==> src/ring_pkg.sv <==
// message field types, message type and width constants for the ring network
// plus the state encoding of the clockwise output arbiter

package ring_pkg;

  // --------------------
  // field widths
  // --------------------

  localparam int C_NODE_NBITS    = 3;
  localparam int C_OPAQUE_NBITS  = 8;
  localparam int C_PAYLOAD_NBITS = 8;
  localparam int C_CREDIT_NBITS  = 3;

  // dest, src, opaque, payload from the top bit down
  localparam int C_MSG_NBITS = 2 * C_NODE_NBITS + C_OPAQUE_NBITS + C_PAYLOAD_NBITS;

  // lsb position of each field
  localparam int C_PAYLOAD_LSB = 0;
  localparam int C_OPAQUE_LSB  = C_PAYLOAD_LSB + C_PAYLOAD_NBITS;
  localparam int C_SRC_LSB     = C_OPAQUE_LSB + C_OPAQUE_NBITS;
  localparam int C_DEST_LSB    = C_SRC_LSB + C_NODE_NBITS;

  // --------------------
  // types
  // --------------------

  typedef logic [C_NODE_NBITS-1:0]    node_id_t;
  typedef logic [C_OPAQUE_NBITS-1:0]  opaque_t;
  typedef logic [C_PAYLOAD_NBITS-1:0] payload_t;
  typedef logic [C_MSG_NBITS-1:0]     net_msg_t;

  // free slots downstream, depths up to 7
  typedef logic [C_CREDIT_NBITS-1:0]  credit_cnt_t;

  // requester granted most recently
  typedef enum logic {
    last_ring,
    last_inject
  } arb_state_t;

  // destination field of a message
  function automatic node_id_t msg_dest(input net_msg_t msg);
    return msg[C_DEST_LSB +: C_NODE_NBITS];
  endfunction

endpackage

==> src/ring_arbiter.sv <==
// round-robin arbiter for the clockwise output of a router
// through-traffic needs one credit, injection needs two (bubble rule)

module ring_arbiter
(
  input  logic                  clk,
  input  logic                  reset,
  input  logic                  ring_req,
  input  logic                  inject_req,
  input  ring_pkg::credit_cnt_t ring_credit,
  output logic                  ring_gnt,
  output logic                  inject_gnt
);

  import ring_pkg::*;

  arb_state_t last_q;
  logic       ring_ok;
  logic       inject_ok;

  // qualified requests
  assign ring_ok   = ring_req && (ring_credit >= credit_cnt_t'(1));
  // keep one slot free downstream so the ring always drains
  assign inject_ok = inject_req && (ring_credit >= credit_cnt_t'(2));

  always_comb
  begin
    ring_gnt   = 1'b0;
    inject_gnt = 1'b0;
    if (ring_ok && inject_ok)
    begin
      // both qualify, take the one not served last
      if (last_q == last_ring)
        inject_gnt = 1'b1;
      else
        ring_gnt = 1'b1;
    end
    else
    begin
      ring_gnt   = ring_ok;
      inject_gnt = inject_ok;
    end
  end

  always_ff @(posedge clk)
  begin
    if (reset)
      last_q <= last_inject;
    else if (ring_gnt)
      last_q <= last_ring;
    else if (inject_gnt)
      last_q <= last_inject;
  end

  a_one_grant: assert property (@(posedge clk) disable iff (reset)
    !(ring_gnt && inject_gnt));

endmodule

==> src/ring_msg_queue.sv <==
// message FIFO for one router input
// circular buffer that pulses a credit back upstream after every pop

module ring_msg_queue
#(
  parameter int p_queue_depth = 4
)
(
  input  logic               clk,
  input  logic               reset,
  input  logic               push,
  input  ring_pkg::net_msg_t push_msg,
  input  logic               pop,
  output logic               head_val,
  output ring_pkg::net_msg_t head_msg,
  output logic               credit
);

  import ring_pkg::*;

  // pointer width, at least one bit
  localparam int c_ptr_nbits = (p_queue_depth > 1) ? $clog2(p_queue_depth) : 1;
  localparam logic [c_ptr_nbits-1:0] c_last_ptr = c_ptr_nbits'(p_queue_depth - 1);

  net_msg_t               mem [p_queue_depth];
  logic [c_ptr_nbits-1:0] wr_ptr;
  logic [c_ptr_nbits-1:0] rd_ptr;
  credit_cnt_t            count;
  logic                   full;

  // --------------------
  // storage
  // --------------------

  always_ff @(posedge clk)
  begin
    if (push)
      mem[wr_ptr] <= push_msg;
  end

  // head is whatever sits at the read pointer
  assign head_msg = mem[rd_ptr];
  assign head_val = (count != '0);
  assign full     = (count == credit_cnt_t'(p_queue_depth));

  // --------------------
  // pointers, count, credit
  // --------------------

  always_ff @(posedge clk)
  begin
    if (reset)
    begin
      wr_ptr <= '0;
      rd_ptr <= '0;
      count  <= '0;
      credit <= 1'b0;
    end
    else
    begin
      // wrap by hand, depth need not be a power of two
      if (push)
        wr_ptr <= (wr_ptr == c_last_ptr) ? '0 : wr_ptr + 1'b1;
      if (pop)
        rd_ptr <= (rd_ptr == c_last_ptr) ? '0 : rd_ptr + 1'b1;
      count  <= count + credit_cnt_t'(push) - credit_cnt_t'(pop);
      // one slot freed, tell the upstream sender next cycle
      credit <= pop;
    end
  end

  // upstream credit counter must never let a push into a full queue
  a_no_overflow: assert property (@(posedge clk) disable iff (reset)
    !(push && full && !pop));

  // router may only pop a valid head
  a_no_underflow: assert property (@(posedge clk) disable iff (reset)
    !(pop && !head_val));

endmodule

==> src/ring_net.sv <==
// top level of the unidirectional ring network
// p_num_nodes routers, router i feeds router (i+1) mod p_num_nodes

module ring_net
#(
  parameter int p_num_nodes   = 8,
  parameter int p_queue_depth = 4
)
(
  input  logic                                 clk,
  input  logic                                 reset,
  // injection ports
  input  logic [p_num_nodes-1:0]               in_val,
  input  ring_pkg::net_msg_t [p_num_nodes-1:0] in_msg,
  output logic [p_num_nodes-1:0]               in_credit,
  // ejection ports
  output logic [p_num_nodes-1:0]               out_val,
  output ring_pkg::net_msg_t [p_num_nodes-1:0] out_msg,
  input  logic [p_num_nodes-1:0]               out_credit
);

  import ring_pkg::*;

  // link i runs from router i to router i+1
  // link_credit[i] is returned by router i+1
  logic [p_num_nodes-1:0]     link_val;
  net_msg_t [p_num_nodes-1:0] link_msg;
  logic [p_num_nodes-1:0]     link_credit;

  // --------------------
  // routers
  // --------------------

  for (genvar i = 0; i < p_num_nodes; i++)
  begin : g_node
    // upstream neighbor, wraps at node 0
    localparam int c_prev = (i + p_num_nodes - 1) % p_num_nodes;

    ring_router #(
      .p_num_nodes   (p_num_nodes),
      .p_queue_depth (p_queue_depth)
    ) u_router (
      .clk             (clk),
      .reset           (reset),
      .node_id         (node_id_t'(i)),
      .in_val          (in_val[i]),
      .in_msg          (in_msg[i]),
      .in_credit       (in_credit[i]),
      .link_in_val     (link_val[c_prev]),
      .link_in_msg     (link_msg[c_prev]),
      .link_in_credit  (link_credit[c_prev]),
      .link_out_val    (link_val[i]),
      .link_out_msg    (link_msg[i]),
      .link_out_credit (link_credit[i]),
      .out_val         (out_val[i]),
      .out_msg         (out_msg[i]),
      .out_credit      (out_credit[i])
    );
  end

endmodule

==> src/ring_router.sv <==
// one ring node: injection and ring input queues, local/clockwise routing,
// ejection and clockwise arbitration, credit counters and output registers

module ring_router
#(
  parameter int p_num_nodes   = 8,
  parameter int p_queue_depth = 4
)
(
  input  logic               clk,
  input  logic               reset,
  input  ring_pkg::node_id_t node_id,
  // injection port
  input  logic               in_val,
  input  ring_pkg::net_msg_t in_msg,
  output logic               in_credit,
  // ring input from the upstream router
  input  logic               link_in_val,
  input  ring_pkg::net_msg_t link_in_msg,
  output logic               link_in_credit,
  // ring output to the downstream router
  output logic               link_out_val,
  output ring_pkg::net_msg_t link_out_msg,
  input  logic               link_out_credit,
  // ejection port
  output logic               out_val,
  output ring_pkg::net_msg_t out_msg,
  input  logic               out_credit
);

  import ring_pkg::*;

  // queue heads
  logic        inj_head_val;
  net_msg_t    inj_head_msg;
  logic        inj_pop;
  logic        ring_head_val;
  net_msg_t    ring_head_msg;
  logic        ring_pop;

  // routing decisions
  logic        inj_local;
  logic        ring_local;

  // ejection side
  credit_cnt_t eject_credit;
  logic        eject_prio;
  logic        ring_ej_gnt;
  logic        inj_ej_gnt;
  logic        ej_send;
  net_msg_t    ej_msg;

  // clockwise side
  credit_cnt_t cw_credit;
  logic        ring_cw_gnt;
  logic        inj_cw_gnt;
  logic        cw_send;
  net_msg_t    cw_msg;

  // --------------------
  // input queues
  // --------------------

  ring_msg_queue #(
    .p_queue_depth (p_queue_depth)
  ) u_inj_q (
    .clk      (clk),
    .reset    (reset),
    .push     (in_val),
    .push_msg (in_msg),
    .pop      (inj_pop),
    .head_val (inj_head_val),
    .head_msg (inj_head_msg),
    .credit   (in_credit)
  );

  ring_msg_queue #(
    .p_queue_depth (p_queue_depth)
  ) u_ring_q (
    .clk      (clk),
    .reset    (reset),
    .push     (link_in_val),
    .push_msg (link_in_msg),
    .pop      (ring_pop),
    .head_val (ring_head_val),
    .head_msg (ring_head_msg),
    .credit   (link_in_credit)
  );

  // --------------------
  // routing
  // --------------------

  // own id means eject, anything else keeps going clockwise
  assign inj_local  = inj_head_val && (msg_dest(inj_head_msg) == node_id);
  assign ring_local = ring_head_val && (msg_dest(ring_head_msg) == node_id);

  // ejection: one sink credit needed, priority bit breaks ties
  // eject_prio low favors the ring head
  assign ring_ej_gnt = (eject_credit != '0) && ring_local && (!inj_local || !eject_prio);
  assign inj_ej_gnt  = (eject_credit != '0) && inj_local && (!ring_local || eject_prio);
  assign ej_send     = ring_ej_gnt || inj_ej_gnt;
  assign ej_msg      = ring_ej_gnt ? ring_head_msg : inj_head_msg;

  // clockwise: bubble rule handled in the arbiter
  ring_arbiter u_cw_arb (
    .clk         (clk),
    .reset       (reset),
    .ring_req    (ring_head_val && !ring_local),
    .inject_req  (inj_head_val && !inj_local),
    .ring_credit (cw_credit),
    .ring_gnt    (ring_cw_gnt),
    .inject_gnt  (inj_cw_gnt)
  );

  assign cw_send = ring_cw_gnt || inj_cw_gnt;
  assign cw_msg  = ring_cw_gnt ? ring_head_msg : inj_head_msg;

  // a head leaves its queue on either grant
  assign ring_pop = ring_ej_gnt || ring_cw_gnt;
  assign inj_pop  = inj_ej_gnt || inj_cw_gnt;

  // --------------------
  // credits and state
  // --------------------

  always_ff @(posedge clk)
  begin
    if (reset)
    begin
      eject_credit <= credit_cnt_t'(p_queue_depth);
      cw_credit    <= credit_cnt_t'(p_queue_depth);
      eject_prio   <= 1'b0;
    end
    else
    begin
      eject_credit <= eject_credit + credit_cnt_t'(out_credit) - credit_cnt_t'(ej_send);
      cw_credit    <= cw_credit + credit_cnt_t'(link_out_credit) - credit_cnt_t'(cw_send);
      // flip toward the other requester after a grant
      if (ring_ej_gnt)
        eject_prio <= 1'b1;
      else if (inj_ej_gnt)
        eject_prio <= 1'b0;
    end
  end

  // --------------------
  // output registers
  // --------------------

  always_ff @(posedge clk)
  begin
    if (reset)
    begin
      out_val      <= 1'b0;
      link_out_val <= 1'b0;
    end
    else
    begin
      out_val      <= ej_send;
      link_out_val <= cw_send;
    end
  end

  // message registers load only when something is sent
  always_ff @(posedge clk)
  begin
    if (ej_send)
      out_msg <= ej_msg;
    if (cw_send)
      link_out_msg <= cw_msg;
  end

  // credits come back from the sink and the downstream queue
  a_credit_bound: assert property (@(posedge clk) disable iff (reset)
    (eject_credit <= credit_cnt_t'(p_queue_depth)) &&
    (cw_credit <= credit_cnt_t'(p_queue_depth)));

  // a message on the ring with no matching node would circle forever
  a_dest_in_range: assert property (@(posedge clk) disable iff (reset)
    ring_head_val |-> (int'(msg_dest(ring_head_msg)) < p_num_nodes) &&
                      (int'(node_id) < p_num_nodes));

endmodule

==> config.mk <==
export PLATFORM = sky130hd
export DESIGN_NAME = ring_net
export DESIGN_NICKNAME = d
export VERILOG_FILES = /design/src/ring_pkg.sv /design/src/ring_arbiter.sv /design/src/ring_msg_queue.sv /design/src/ring_net.sv /design/src/ring_router.sv
export SDC_FILE = /design/constraint.sdc
export NUM_CORES = 2
export LEC_CHECK = 0
export BUFFER_PORTS_ARGS = -buffer_cell sky130_fd_sc_hd__buf_2
export CAP_MARGIN = 5
export CORE_MARGIN = 2
export CORE_UTILIZATION = 33
export CTS_CLUSTER_DIAMETER = 100
export DETAILED_ROUTE_END_ITERATION = 6
export HOLD_SLACK_MARGIN = 0.1
export PLACE_DENSITY_LB_ADDON = 0.1
export SLEW_MARGIN = 20
export SYNTH_ARGS = -nofsm -noshare
export SYNTH_HDL_FRONTEND = slang
export SYNTH_HIERARCHICAL = 1
export SYNTH_SLANG_ARGS = --single-unit
==> constraint.sdc <==
create_clock -name clk -period 7.48 [get_ports clk]
set_input_delay 1.496 -clock clk [delete_from_list [all_inputs] [get_ports clk]]
set_output_delay 1.496 -clock clk [all_outputs]
set_load 0.05 [all_outputs]
==> impl_metrics.py <==
metrics = {
    "worst_setup_path": {
        "r2r-end": "g_node[4].u_router/cw_credit[2]$_SDFF_PP1_",
        "rr_worst_depth": 17,
        "arrival_ns": 5.75,
        "end_kind": "flop",
        "worstSetupPathType": "flop to flop",
        "max_stage_delay_ns": 0.85,
        "crit_path_max_fanout": 24,
        "critPathRequiredTime_ns": 8.23,
        "cp-endpoint": "g_node[4].u_router/cw_credit[2]$_SDFF_PP1_",
        "cp-start-kind": "flop",
        "regToRegSetupSlack_ns": 2.48,
        "slowest_stage": "dfxtp_1",
        "path_cells": "buf_4 > mux4_2 > xor2_1 > nor2_1 > a21boi_0 > o21a_1 > a211oi_4 > buf_4 > or2_2 > ha_1 > inv_1 > ha_1 > inv_1 > fa_1 > xor2_1 > xnor2_1 > nand2b_1",
    },
    "sta": {
        "setup_tns_ns": 0,
        "rsz0062_at_grt": "false",
        "slew_violations": 0,
        "max_freq_mhz": 200,
        "hold_violations": 0,
        "min_period_over_period_pct": 66.8,
        "slew_headroom_pct": 26.2,
        "hold_ws_ns": 0.492,
        "fin_crit_ns": 5.00,
        "finalSetupViolCount": 0,
        "worst_slew_pin_slew_ns": 1.10,
        "finClkSkew_ns": 0.0771,
    },
    "drt": {
        "vias_per_cell": 4.67,
        "vias": 36500,
        "postRouteAntennaNets": 0,
        "drc": 0,
        "drt-total-wl_um": 188000,
        "routedWlPerCell_um": 24.0,
        "firstDrtPassIters": 7,
        "first_iter_violations": 2401,
    },
    "layout": {
        "layout-area-overhead-vs-synth_pct": 17.4,
        "drive_gt1_share_pct": 32.7,
        "final_util_pct": 38.8,
        "num-nets-final": 4834,
        "instances_no_fill": 7826,
    },
    "clocking": {
        "cts.htree.levels": 4,
        "cts_tree": "yes",
        "clk_latency_ns": 0.89,
        "path_clk_slew_ns": 0.06,
        "cts-buffers-inserted": 217,
        "postCtsSetupBuffers": 0,
        "clkSinkCount": 2000,
        "clk_path_buf_depth": 3,
        "holdBufCountCts": 0,
        "cts_root_buf": "clkbuf_16",
        "cts-resized-gates": 0,
    },
    "synthesis": {
        "netlist_area_um2": 78600,
        "async_flop_share_pct": 0,
        "synthCells": 3793,
        "synth.top_cells.by_area": "edfxtp_1, mux4_2, dfxtp_1",
        "synth_seq_area_share_pct": 73.4,
        "synth.distinct_cells": 39,
        "ys.flop_type": "edfxtp_1",
        "ys_ff_latch": 2000,
        "yosysTopAreaCellShare_pct": 67.3,
        "yosysTopAreaCell": "edfxtp_1",
        "syn_area_per_cell_um2": 20.7,
        "synth_edf_count": 1760,
        "ys.warnings.count": 6,
    },
    "floorplanning": {
        "die-area_um2": 242000,
        "rows": 179,
        "die_h_um": 492,
        "start_util_pct": 33.1,
        "io_pins": 386,
        "core_area_um2": 237000,
        "die_w_um": 492,
    },
    "placed_design": {
        "gp_congestion": 0.732,
        "place.detailed.hpwl_um": 125000,
        "port_buffers": 385,
        "dp_cells": 7412,
    },
    "global_routing": {
        "grt.overflow.total": 0,
        "antenna_found_initial": 33,
        "grt_pass1_vias": 37500,
        "grt_max_degree": 99,
        "grt_usage_pct": 15.4,
        "grt_pass1_wl_um": 271000,
    },
    "power": {
        "vdd_drop_max_mv": 0.284,
        "p_leak_nw": 31.4,
        "p_per_area_nw_per_um2": 435,
    },
    "min_path": {
        "hold_class": "flop to flop",
    },
    "run_status": {
        "status": "completed",
    },
    "job": {
        "maxCapViolCount": 0,
    },
}
## layer usage
metal	vias to the layer above	track usage (%)	part of all wire, %
li1	16400	-	-
met2	759	24.2	47
met3	254	2.72	4.1
met5	-	0	0.045
met1	19100	22.3	47
met4	12	3.23	1.7
## stage by stage
step	setup slack, ns	instance area, um2	total power [mW]
floorplan	3.39	78700	25.4
global placement	2.42	85000	29.9
detailed placement	2.37	85000	30.0
CTS	2.33	92200	41.0
global route	1.95	92200	42.4
finish	2.48	92200	40.2
## critical path, delay by kind of cell, from the launching register on
family,cells,cell delay (ns)
flops,1,0.85
simple gates,3,0.70
compound gates,3,0.52
buf+inv,4,0.88
xor+xnor,3,0.50
fa+ha+maj,3,0.86
mux,1,0.58
## synthesized netlist by cell type (all sizes together) (24+ instances only)
master / instances
mux4: 352
mux2: 352
or3: 24
a21oi: 48
clkbuf: 24
mux2i: 32
dfxtp: 240
xnor2: 55
nor2: 89
inv: 167
ha: 144
nand2b: 48
fa: 32
buf: 80
edfxtp: 1760
and2: 64
or3b: 32
nor2b: 71
xor2: 25
## worst min path at each step
stage                                                                  end                                           from  depth (start not counted)  slack, ns
after floorplan            g_node[0].u_router/u_ring_q/mem[0][0]$_DFFE_PP_   g_node[7].u_router/link_out_msg[0]$_DFFE_PN_                          0       0.46
after global placement    g_node[5].u_router/u_ring_q/mem[2][14]$_DFFE_PP_  g_node[4].u_router/link_out_msg[14]$_DFFE_PN_                          0       0.48
final                     g_node[4].u_router/u_ring_q/mem[1][16]$_DFFE_PP_  g_node[3].u_router/link_out_msg[16]$_DFFE_PN_                          0       0.49
after global routing      g_node[4].u_router/u_ring_q/mem[1][16]$_DFFE_PP_  g_node[3].u_router/link_out_msg[16]$_DFFE_PN_                          0       0.52
after CTS                 g_node[1].u_router/u_ring_q/mem[0][13]$_DFFE_PP_  g_node[0].u_router/link_out_msg[13]$_DFFE_PN_                          0       0.50
after detailed placement   g_node[6].u_router/u_ring_q/mem[1][3]$_DFFE_PP_   g_node[5].u_router/link_out_msg[3]$_DFFE_PN_                          0       0.49
## cell families after synthesis
logic type	after synthesis	share of synthesized area, %
AND/OR/NAND/NOR	392	3.11
XOR/XNOR	96	1.35
AO/OA/AOI/OAI	120	1.17
multiplexers	736	16.1
other	2	0.00956
buffers and inverters	271	1.80
adder cells (fa/ha/maj)	176	3.11
flip-flops	2000	73.4
## sequential cells by signal, indices dropped and copies added (netlist names), 24 cells and up, named ones only
name / count
g_node.u_router/cw_credit: 24
g_node.u_router/eject_credit: 24
g_node.u_router/link_out_msg: 176
g_node.u_router/out_msg: 176
g_node.u_router/u_inj_q/count: 24
g_node.u_router/u_inj_q/mem: 704
g_node.u_router/u_ring_q/count: 24
g_node.u_router/u_ring_q/mem: 704
## power by group
group          switching [mW]  internal [mW]  total, mW
Combinational            7.32           4.95       12.3
Sequential               1.48           15.7       17.2
Clock                    4.55           6.18       10.7
## final cells by class
type | instances | area (um2)
Clock buffer | 296 | 5920
Timing Repair Buffer | 510 | 2890
Fill cell | 21700 | 145000
Inverter | 167 | 627
Tap cell | 3167 | 3960
Clock inverter | 114 | 1340
Antenna cell | 4 | 10.0
Multi-Input combinational cell | 1568 | 19800
Sequential cell | 2000 | 57700
## placed cells by master, fill, tap and decap left out, types with 25 or more instances in the layout
cell       Yosys  final
buf_4          0    124
fa_1          32     32
nand2b_1      48     48
mux2_1        72     72
buf_2         32    384
clkbuf_1      24     61
dfxtp_1      240    240
clkinv_1       0     30
or3b_2        32     32
nor2b_1       71     71
nor2_1        89     89
clkbuf_16      0    218
inv_1        167    167
mux2i_1       32     32
mux2_2       200    200
xor2_1        25     25
ha_1         144    144
clkinv_2       0     35
and2_1        64     61
mux4_1        32     32
edfxtp_1    1760   1760
a21oi_1       48     40
mux4_2       320    320
conb_1         2     48
xnor2_1       55     55
mux2_4        80     80
Power figures use the tool's default switching activity.
